$ cat config.mk
export PLATFORM = sky130hd
export DESIGN_NAME = data_cache
export DESIGN_NICKNAME = d
export VERILOG_FILES = /design/src/hdl/cache_pkg.sv /design/src/hdl/cache_tag_array.sv /design/src/hdl/cache_data_array.sv /design/src/hdl/cache_hit_datapath.sv /design/src/hdl/cache_ctrl_fsm.sv /design/src/hdl/data_cache.sv
export VERILOG_INCLUDE_DIRS = /design/src /design/src/include
export SDC_FILE = /design/constraint.sdc
export NUM_CORES = 1
export LEC_CHECK = 0
export ABC_AREA = 1
export BUFFER_PORTS_ARGS = -buffer_cell sky130_fd_sc_hd__buf_2
export CORE_ASPECT_RATIO = 2
export CORE_MARGIN = 5
export CORE_UTILIZATION = 60
export CTS_BUF_LIST = sky130_fd_sc_hd__clkbuf_4
export CTS_CLUSTER_SIZE = 16
export DETAILED_ROUTE_END_ITERATION = 7
export GPL_ROUTABILITY_DRIVEN = 1
export GPL_TIMING_DRIVEN = 0
export PLACE_DENSITY = 0.88
export SYNTH_ARGS = -nofsm -noshare
export SYNTH_HDL_FRONTEND = slang
export SYNTH_SLANG_ARGS = --single-unit
$ cat constraint.sdc
create_clock -name clk -period 6.8 [get_ports clk]
set_input_delay 1.36 -clock clk [delete_from_list [all_inputs] [get_ports clk]]
set_output_delay 1.36 -clock clk [all_outputs]
set_load 0.02 [all_outputs]
$ cat src/include/cache_params.svh
`ifndef CACHE_PARAMS_SVH
`define CACHE_PARAMS_SVH

// cpu word width, also the width of a word address
`define CACHE_WORD_W 16

// words held in one cache line
`define CACHE_LINE_WORDS 4

// address bits that select a word inside a line
`define CACHE_OFFSET_W 2

// address bits that select the set, two sets in total
`define CACHE_SET_W 1

// whatever is left of the address above set and offset
`define CACHE_TAG_W (`CACHE_WORD_W - `CACHE_SET_W - `CACHE_OFFSET_W)

// address layout, msb first
//   [tag][set][offset]
// a line-aligned address has the offset bits cleared

`endif

$ cat src/hdl/cache_pkg.sv
`include "cache_params.svh"

package cache_pkg;

    typedef logic [`CACHE_WORD_W-1:0]                     word_t;
    // word 0 sits in the low bits
    typedef logic [`CACHE_WORD_W*`CACHE_LINE_WORDS-1:0]   line_t;
    typedef logic [`CACHE_TAG_W-1:0]                      tag_t;
    typedef logic [`CACHE_SET_W-1:0]                      set_idx_t;
    typedef logic [`CACHE_OFFSET_W-1:0]                   word_off_t;

    typedef struct packed {logic valid; logic dirty; logic recent; tag_t tag;} tag_entry_t;

    typedef struct packed {tag_entry_t way1; tag_entry_t way0;} tag_set_t;

    typedef struct packed {logic en; tag_set_t tags;} tag_wr_t;

    typedef struct packed {logic en; logic way; line_t line;} line_wr_t;

    typedef struct packed {logic valid; logic write; word_t addr; word_t wdata;} cpu_req_t;

    typedef struct packed {logic read_done; logic write_done; word_t rdata;} cpu_resp_t;

    // read and write are never raised together
    typedef struct packed {logic read; logic write; word_t addr; line_t wline;} mem_req_t;

    typedef struct packed {logic read_done; logic write_done; line_t rline;} mem_resp_t;

    typedef enum logic [1:0] {
        check,
        allocate,
        write_back
    } cache_state_e;

endpackage

$ cat src/hdl/cache_tag_array.sv
`timescale 1ns/10ps
`include "cache_params.svh"

module cache_tag_array (
    input  logic                clk,
    input  logic                reset_n,
    input  cache_pkg::word_t    addr,
    input  cache_pkg::tag_wr_t  tag_wr,
    output cache_pkg::tag_set_t tags
);
    import cache_pkg::*;

    localparam int SETS = 1 << `CACHE_SET_W;

    // both ways of a set live in one entry so a write updates them together
    tag_set_t mem [SETS];
    set_idx_t set_idx;

    assign set_idx = addr[`CACHE_SET_W+`CACHE_OFFSET_W-1:`CACHE_OFFSET_W];

    // combinational read at the current request set
    assign tags = mem[set_idx];

    // only two sets, so every entry clears in a single reset cycle
    always_ff @(posedge clk) begin
        if (!reset_n) begin
            for (int i = 0; i < SETS; i++) begin
                mem[i] <= '0;
            end
        end else if (tag_wr.en) begin
            mem[set_idx] <= tag_wr.tags;
        end
    end

endmodule

$ cat src/hdl/cache_data_array.sv
`timescale 1ns/10ps
`include "cache_params.svh"

module cache_data_array (
    input  logic                clk,
    input  cache_pkg::word_t    addr,
    input  cache_pkg::line_wr_t line_wr,
    output cache_pkg::line_t    line0,
    output cache_pkg::line_t    line1
);
    import cache_pkg::*;

    localparam int SETS = 1 << `CACHE_SET_W;

    line_t    way0_mem [SETS];
    line_t    way1_mem [SETS];
    set_idx_t set_idx;

    assign set_idx = addr[`CACHE_SET_W+`CACHE_OFFSET_W-1:`CACHE_OFFSET_W];

    assign line0 = way0_mem[set_idx];
    assign line1 = way1_mem[set_idx];

    // one way per cycle, picked by the way bit
    always_ff @(posedge clk) begin
        if (line_wr.en) begin
            if (line_wr.way) begin
                way1_mem[set_idx] <= line_wr.line;
            end else begin
                way0_mem[set_idx] <= line_wr.line;
            end
        end
    end

endmodule

$ cat src/hdl/cache_hit_datapath.sv
`timescale 1ns/10ps
`include "cache_params.svh"

module cache_hit_datapath (
    input  cache_pkg::cpu_req_t cpu_req,
    input  cache_pkg::tag_set_t tags,
    input  cache_pkg::line_t    line0,
    input  cache_pkg::line_t    line1,
    output logic                hit,
    output logic                hit_way,
    output logic                victim_way,
    output logic                victim_dirty,
    output cache_pkg::word_t    victim_addr,
    output cache_pkg::line_t    victim_line,
    output cache_pkg::word_t    rdata,
    output cache_pkg::line_t    merged_line
);
    import cache_pkg::*;

    tag_t       req_tag;
    set_idx_t   req_set;
    word_off_t  req_off;
    logic       hit0;
    logic       hit1;
    line_t      hit_line;
    tag_entry_t victim_entry;

    assign req_tag = cpu_req.addr[`CACHE_WORD_W-1 -: `CACHE_TAG_W];
    assign req_set = cpu_req.addr[`CACHE_SET_W+`CACHE_OFFSET_W-1:`CACHE_OFFSET_W];
    assign req_off = cpu_req.addr[`CACHE_OFFSET_W-1:0];

    // tag compare only counts on a valid entry
    assign hit0    = tags.way0.valid && (tags.way0.tag == req_tag);
    assign hit1    = tags.way1.valid && (tags.way1.tag == req_tag);
    assign hit     = hit0 || hit1;
    assign hit_way = hit1;

    assign hit_line = hit_way ? line1 : line0;
    assign rdata    = hit_line[req_off*`CACHE_WORD_W +: `CACHE_WORD_W];

    // write data dropped into the hitting line at the word offset
    always_comb begin
        merged_line = hit_line;
        merged_line[req_off*`CACHE_WORD_W +: `CACHE_WORD_W] = cpu_req.wdata;
    end

    // way 0 goes out unless it was the last one used
    assign victim_way   = tags.way0.recent;
    assign victim_entry = victim_way ? tags.way1 : tags.way0;
    assign victim_dirty = victim_entry.valid && victim_entry.dirty;
    assign victim_line  = victim_way ? line1 : line0;

    // rebuild the victim's line address from its stored tag
    assign victim_addr = {victim_entry.tag, req_set, {`CACHE_OFFSET_W{1'b0}}};

endmodule

$ cat src/hdl/cache_ctrl_fsm.sv
`timescale 1ns/10ps
`include "cache_params.svh"

module cache_ctrl_fsm (
    input  logic                 clk,
    input  logic                 reset_n,
    input  cache_pkg::cpu_req_t  cpu_req,
    input  logic                 hit,
    input  logic                 hit_way,
    input  logic                 victim_way,
    input  logic                 victim_dirty,
    input  cache_pkg::word_t     victim_addr,
    input  cache_pkg::line_t     victim_line,
    input  cache_pkg::line_t     merged_line,
    input  cache_pkg::tag_set_t  tags,
    input  cache_pkg::mem_resp_t mem_resp,
    output cache_pkg::tag_wr_t   tag_wr,
    output cache_pkg::line_wr_t  line_wr,
    output cache_pkg::mem_req_t  mem_req,
    output logic                 read_done,
    output logic                 write_done
);
    import cache_pkg::*;

    cache_state_e state_q;
    cache_state_e state_d;
    logic         fill_way_q;
    logic         mem_read_q;
    logic         mem_write_q;
    word_t        mem_addr_q;
    line_t        mem_wline_q;
    word_t        fill_addr;
    tag_entry_t   fill_entry;
    logic         miss;
    logic         wb_done;
    logic         fill_done;

    assign fill_addr  = {cpu_req.addr[`CACHE_WORD_W-1:`CACHE_OFFSET_W], {`CACHE_OFFSET_W{1'b0}}};
    assign fill_entry = '{valid: 1'b1, dirty: 1'b0, recent: 1'b1,
                          tag: cpu_req.addr[`CACHE_WORD_W-1 -: `CACHE_TAG_W]};

    assign miss      = (state_q == check) && cpu_req.valid && !hit;
    assign wb_done   = (state_q == write_back) && mem_resp.write_done;
    assign fill_done = (state_q == allocate) && mem_resp.read_done;

    always_comb begin
        state_d    = state_q;
        tag_wr     = '0;
        tag_wr.tags = tags;
        line_wr    = '0;
        read_done  = 1'b0;
        write_done = 1'b0;
        case (state_q)
            check: begin
                if (cpu_req.valid && hit) begin
                    tag_wr.en = 1'b1;
                    tag_wr.tags.way0.recent = !hit_way;
                    tag_wr.tags.way1.recent = hit_way;
                    if (cpu_req.write) begin
                        if (hit_way) begin
                            tag_wr.tags.way1.dirty = 1'b1;
                        end else begin
                            tag_wr.tags.way0.dirty = 1'b1;
                        end
                        line_wr = '{en: 1'b1, way: hit_way, line: merged_line};
                    end
                    read_done  = !cpu_req.write;
                    write_done = cpu_req.write;
                end else if (miss) begin
                    state_d = victim_dirty ? write_back : allocate;
                end
            end
            write_back: begin
                if (wb_done) begin
                    state_d = allocate;
                end
            end
            allocate: begin
                // fill lands here, the request then hits back in check
                if (fill_done) begin
                    tag_wr.en = 1'b1;
                    if (fill_way_q) begin
                        tag_wr.tags.way1 = fill_entry;
                        tag_wr.tags.way0.recent = 1'b0;
                    end else begin
                        tag_wr.tags.way0 = fill_entry;
                        tag_wr.tags.way1.recent = 1'b0;
                    end
                    line_wr = '{en: 1'b1, way: fill_way_q, line: mem_resp.rline};
                    state_d = check;
                end
            end
            default: state_d = check;
        endcase
    end

    always_ff @(posedge clk) begin
        if (!reset_n) begin
            state_q     <= check;
            fill_way_q  <= 1'b0;
            mem_read_q  <= 1'b0;
            mem_write_q <= 1'b0;
        end else begin
            state_q <= state_d;
            if (miss) begin
                fill_way_q  <= victim_way;
                mem_read_q  <= !victim_dirty;
                mem_write_q <= victim_dirty;
            end else if (wb_done) begin
                // straight from write-back into the line read
                mem_write_q <= 1'b0;
                mem_read_q  <= 1'b1;
            end else if (fill_done) begin
                mem_read_q <= 1'b0;
            end
        end
    end

    // address and line held until the matching done bit
    always_ff @(posedge clk) begin
        if (miss) begin
            mem_addr_q  <= victim_dirty ? victim_addr : fill_addr;
            mem_wline_q <= victim_line;
        end else if (wb_done) begin
            mem_addr_q <= fill_addr;
        end
    end

    assign mem_req = '{read: mem_read_q, write: mem_write_q, addr: mem_addr_q,
                       wline: mem_wline_q};

endmodule

$ cat src/hdl/data_cache.sv
`timescale 1ns/10ps

module data_cache (
    input  logic                 clk,
    input  logic                 reset_n,
    input  cache_pkg::cpu_req_t  cpu_req,
    output cache_pkg::cpu_resp_t cpu_resp,
    output cache_pkg::mem_req_t  mem_req,
    input  cache_pkg::mem_resp_t mem_resp
);
    import cache_pkg::*;

    tag_set_t tags;
    tag_wr_t  tag_wr;
    line_t    line0;
    line_t    line1;
    line_wr_t line_wr;
    logic     hit;
    logic     hit_way;
    logic     victim_way;
    logic     victim_dirty;
    word_t    victim_addr;
    line_t    victim_line;
    word_t    rdata;
    line_t    merged_line;
    logic     read_done;
    logic     write_done;

    // arrays are indexed by the live request address
    cache_tag_array i_tag_array (
        .clk     (clk),
        .reset_n (reset_n),
        .addr    (cpu_req.addr),
        .tag_wr  (tag_wr),
        .tags    (tags)
    );

    cache_data_array i_data_array (
        .clk     (clk),
        .addr    (cpu_req.addr),
        .line_wr (line_wr),
        .line0   (line0),
        .line1   (line1)
    );

    cache_hit_datapath i_hit_datapath (
        .cpu_req      (cpu_req),
        .tags         (tags),
        .line0        (line0),
        .line1        (line1),
        .hit          (hit),
        .hit_way      (hit_way),
        .victim_way   (victim_way),
        .victim_dirty (victim_dirty),
        .victim_addr  (victim_addr),
        .victim_line  (victim_line),
        .rdata        (rdata),
        .merged_line  (merged_line)
    );

    cache_ctrl_fsm i_ctrl_fsm (
        .clk          (clk),
        .reset_n      (reset_n),
        .cpu_req      (cpu_req),
        .hit          (hit),
        .hit_way      (hit_way),
        .victim_way   (victim_way),
        .victim_dirty (victim_dirty),
        .victim_addr  (victim_addr),
        .victim_line  (victim_line),
        .merged_line  (merged_line),
        .tags         (tags),
        .mem_resp     (mem_resp),
        .tag_wr       (tag_wr),
        .line_wr      (line_wr),
        .mem_req      (mem_req),
        .read_done    (read_done),
        .write_done   (write_done)
    );

    assign cpu_resp = '{read_done: read_done, write_done: write_done, rdata: rdata};

endmodule

==> results list <==
- Once detail routing completed, the nets flagged for antenna violations numbered 0.
- Mean post-synth cell area: 9.49 um2
* Crit path cell chain: buf_2 > buf_6 > inv_6 > nand2_1 > nand3_1 > nand2_1 > nor2_1 > nand2_1 > nor2_2 > nand2_2 > clkbuf_1 > o21ai_0 > nand2_1 > nand3_1 > nand2_1 > buf_2
* Post-synthesis sequential element count: 401
- After synthesis, the largest family of logic cells by area is simple AND/OR/NAND/NOR gates.
- Final routed wirelength across all metal layers: 79100 um
- Share of total power consumed by net switching: 0.286
- Of the total power, combinational logic draws 0.135.
- VDD sags by at most 0.212 mV.
* Ratio of cells with drive above 1 in the final layout: 0.167
* Aggregate negative setup slack: 0 ns
- Post-CTS setup buffers: 0
- Min-delay worst type: reg2reg
* Post-layout nets: 2441
* Post-route clock skew: between 0.04 and 0.05 ns
- Basic-gate share of the synthesized area counting and, or, nand and nor cells: 0.226
- Data on the critical path is required at its endpoint by 5.44 ns.
- Post-cts gate resize count: 0
* Remaining max-slew budget at the tightest pin: 0.216
- DRC Markers: 0
- Average wire length per cell after detail routing: 28.0 um
* Site Rows: 93
- Setup repair after global routing left no endpoint under its margin.
* Area enclosed by the die boundary: between 30000 and 40000 um2
- The via count of the first global-routing pass is 17912.
- Top FF cell, synth: edfxtp_1
- Post-synthesis compound-gate area fraction: 0.0682
- Grt ovf: 0
* Synth unique cells: 30
- Setup violations remaining at the end of the flow were counted as 0.
- Entering global routing, the biggest net connects between 60 and 70 pins.
* Number of CTS-inserted buffers: between 80 and 90
- Total net switching power: around 0.0015 W
- In the post-synthesis netlist, the cell with the most instances is nand2_1.
* Wire length of the first global-routing pass: 111000 um
* Maximum clock frequency: 160 MHz
- Of all cell types, the one taking the most synthesized area is edfxtp_1.
* Number of buffers between clock root and the deepest sink: 3
- The number of antenna violations at the first check in global routing is 3.
- For this run, the share of the core covered by cells in the final layout is 0.690.
- For the worst-skew pair, the clock arrives at the later sink with an insertion delay of 0.84 ns.
- Number of I/O pins: 202
- During synthesis, Yosys emitted a total of 0 warnings.
* Final-layout worst hold slack: 0.498 ns
* Post-route total power: 0.00540 W
- Global router's overall resource usage: 0.436
- Post-synthesis adder-cell area fraction: 0.00323
- For this run, the detailed router's first-pass iteration total came to 8.
- The cell sitting at the root of the clock tree is a clkbuf_4.
- Die height: 264 um
- The portion of synthesized area spent on multiplexers is 0.0336.
- Area contributors post-synth: edfxtp_1 (61%), nand2_1 (16%), o21ai_0 (4.4%)
- Fraction of the yosys area taken by sequential cells: 0.619
- Post-cts hold buffer count: 0
- Growth of design area from synthesis to finish: 14.5%
* Mapped Area: 19400 um2
- Clock-pin slew was measured on the worst setup and hold paths at 0.08 ns.
- Total half-perimeter wirelength after legalization and detailed placement: 58900 um
* CTS tree: built
- Slowest Stage Delay on Critical Path: 0.99 ns
- Post-route minimum period: approximately 6.2 ns
- Count of endpoints failing hold in the final timing report: 0
- The synthesized design contains 396 enable-type register cells.
* Dominant cell type by count on the critical path: nand2_1
- The worst setup path is captured at a primary output.
* Flop pwr share: 0.523
- The commonest cells after synthesis are nand2_1 (829), edfxtp_1 (396), o21ai_0 (172), nand3_1 (164), nor2_1 (93).
- Status: completed
* Critical Path Fanout Max: 10
- Int Pwr: between 0.003 and 0.004 W
* Slew at the pin closest to its max-slew limit: 1.16 ns
* Vias/cell: approximately 6.2
- # H-tree levels: 3
- The layout has 2404 filler cells.
* Worst path arrival time: 4.89 ns
- Portion of synthesized cell area occupied by the leading cell type: 0.614
- The final-report max-slew violation count was 0.
- Leak Pwr: 9.89 nW
* Cell count after synthesis: approximately 2000
- The initial utilization of the core area, before any placement, comes to 0.603.
- Buffers placed on the I/O ports in this run total 199.
- For this design, the slowest cell found on the critical path is o21ai_0.
- Critical Setup Path Class: in2out
- Of all flip-flops after synthesis, the portion carrying an async set or reset was 0.
- Starting DRC count in detailed routing: 1988
- Max-Cap Viols: 0
* Area share of xor/xnor cells in the synthesized design: 0
* Core footprint: 32100 um2
- Fraction of power consumed by the clock network: 0.342
- Dividing total power by cell area gives a power density of 244 nW/um2.
- For this design, the sink count on the clock tree is ~400.
* RD Place Congestion: between 1 and 1.5
* Die W: 137 um
* Post-route clock period utilization: 0.918
- STA classifies the critical path startpoint as an input port.
* Total via count in the routed design: 17644
==> stage by stage <==
| stage | setup slack (ns) | instances | cell area, um2 |
|---|---|---|---|
| 6_report | 0.555 | 2825 | 22200 |
| 5_1_grt | 0.667 | 2824 | 22200 |
| 4_1_cts | 0.904 | 2822 | 22200 |
| 3_5_place_dp | 0.912 | 2676 | 21100 |
| 3_3_place_gp | -1.93 | 2668 | 20900 |
| 2_1_floorplan | 0.972 | 2042 | 19400 |
==> logic make-up after synthesis <==
family,after synthesis
compound gates,260
fa+ha+maj,5
buf+inv,209
flops,401
mux,65
other cells,1
simple gates,1100
==> state kept, by name (all words and copies together) (netlist names) <==
| signal | cells |
|---|---|
| i_ctrl_fsm.fill_way_q | 1 |
| i_data_array.way1_mem | 128 |
| i_ctrl_fsm.state_q | 2 |
| i_ctrl_fsm.mem_write_q | 1 |
| i_tag_array.mem | 62 |
| i_data_array.way0_mem | 128 |
| i_ctrl_fsm.mem_addr_q | 14 |
| i_ctrl_fsm.mem_read_q | 1 |
| i_ctrl_fsm.mem_wline_q | 64 |
==> layout make-up <==
cell class              instances  area (um2)  area share
well taps                     427         534      0.0241
clock inverters                36         234      0.0106
flip-flops and latches        401       12000       0.541
diodes                          3        7.51    0.000339
clock buffers                 110         826      0.0373
multi-input cells            1432        6460       0.291
repair buffers                207        1160      0.0522
inverters                      86         330      0.0149
plain buffers                 123         622      0.0281
==> path summary, 6_finish.rpt <==
path / start / to / slack, ns / cells past startpoint
worst max-delay path: cpu_req[18] / cpu_resp[5] / 0.55 / 16
worst min register to register: i_ctrl_fsm.fill_way_q / i_ctrl_fsm.fill_way_q / 0.50 / 2
worst min-delay path: i_ctrl_fsm.fill_way_q / i_ctrl_fsm.fill_way_q / 0.50 / 2
worst max register to register: i_tag_array.mem[0][20] / i_ctrl_fsm.mem_addr_q[12] / 3.01 / 15
==> worst max-delay path: cells and delay by family <==
| kind | cells | cell delay [ns] |
|---|---|---|
| AO/OA/AOI/OAI | 1 | 0.99 |
| buffers and inverters | 5 | 0.93 |
| AND/OR/NAND/NOR | 10 | 1.58 |
==> placed cells by master (no fill, tap or decap), drive strengths merged <==
master,instances
o211ai,2
clkbuf,169
nor2,95
clkinvlp,1
dfxtp,5
o31ai,4
inv,87
conb,2
ha,5
nand3b,2
nor3,1
buf,271
diode,3
or2,1
nand3,167
nand2,832
bufinv,3
o21ai,244
mux2i,65
a21oi,10
clkinv,31
edfxtp,396
nand4,2
==> metal layers <==
metal / GRT usage / up-vias / wire [um]
li1: - / 7533 / -
met1: 0.410 / 8111 / 22200
met2: 0.736 / 1488 / 39600
met3: 0.0976 / 510 / 7120
met4: 0.440 / 2 / 10000
met5: 0 / - / 20
==> power groups by stage <==
stage	registers, W	clock network, W	logic [W]
5_1_grt	0.00283	0.00196	0.000761
4_1_cts	0.00283	0.00182	0.000706
3_5_place_dp	0.00288	0	0.000701
3_3_place_gp	0.00288	0	0.000679
6_report	0.00283	0.00185	0.000730
2_1_floorplan	0.00293	0	0.000331
Power figures use the tool's default switching activity.
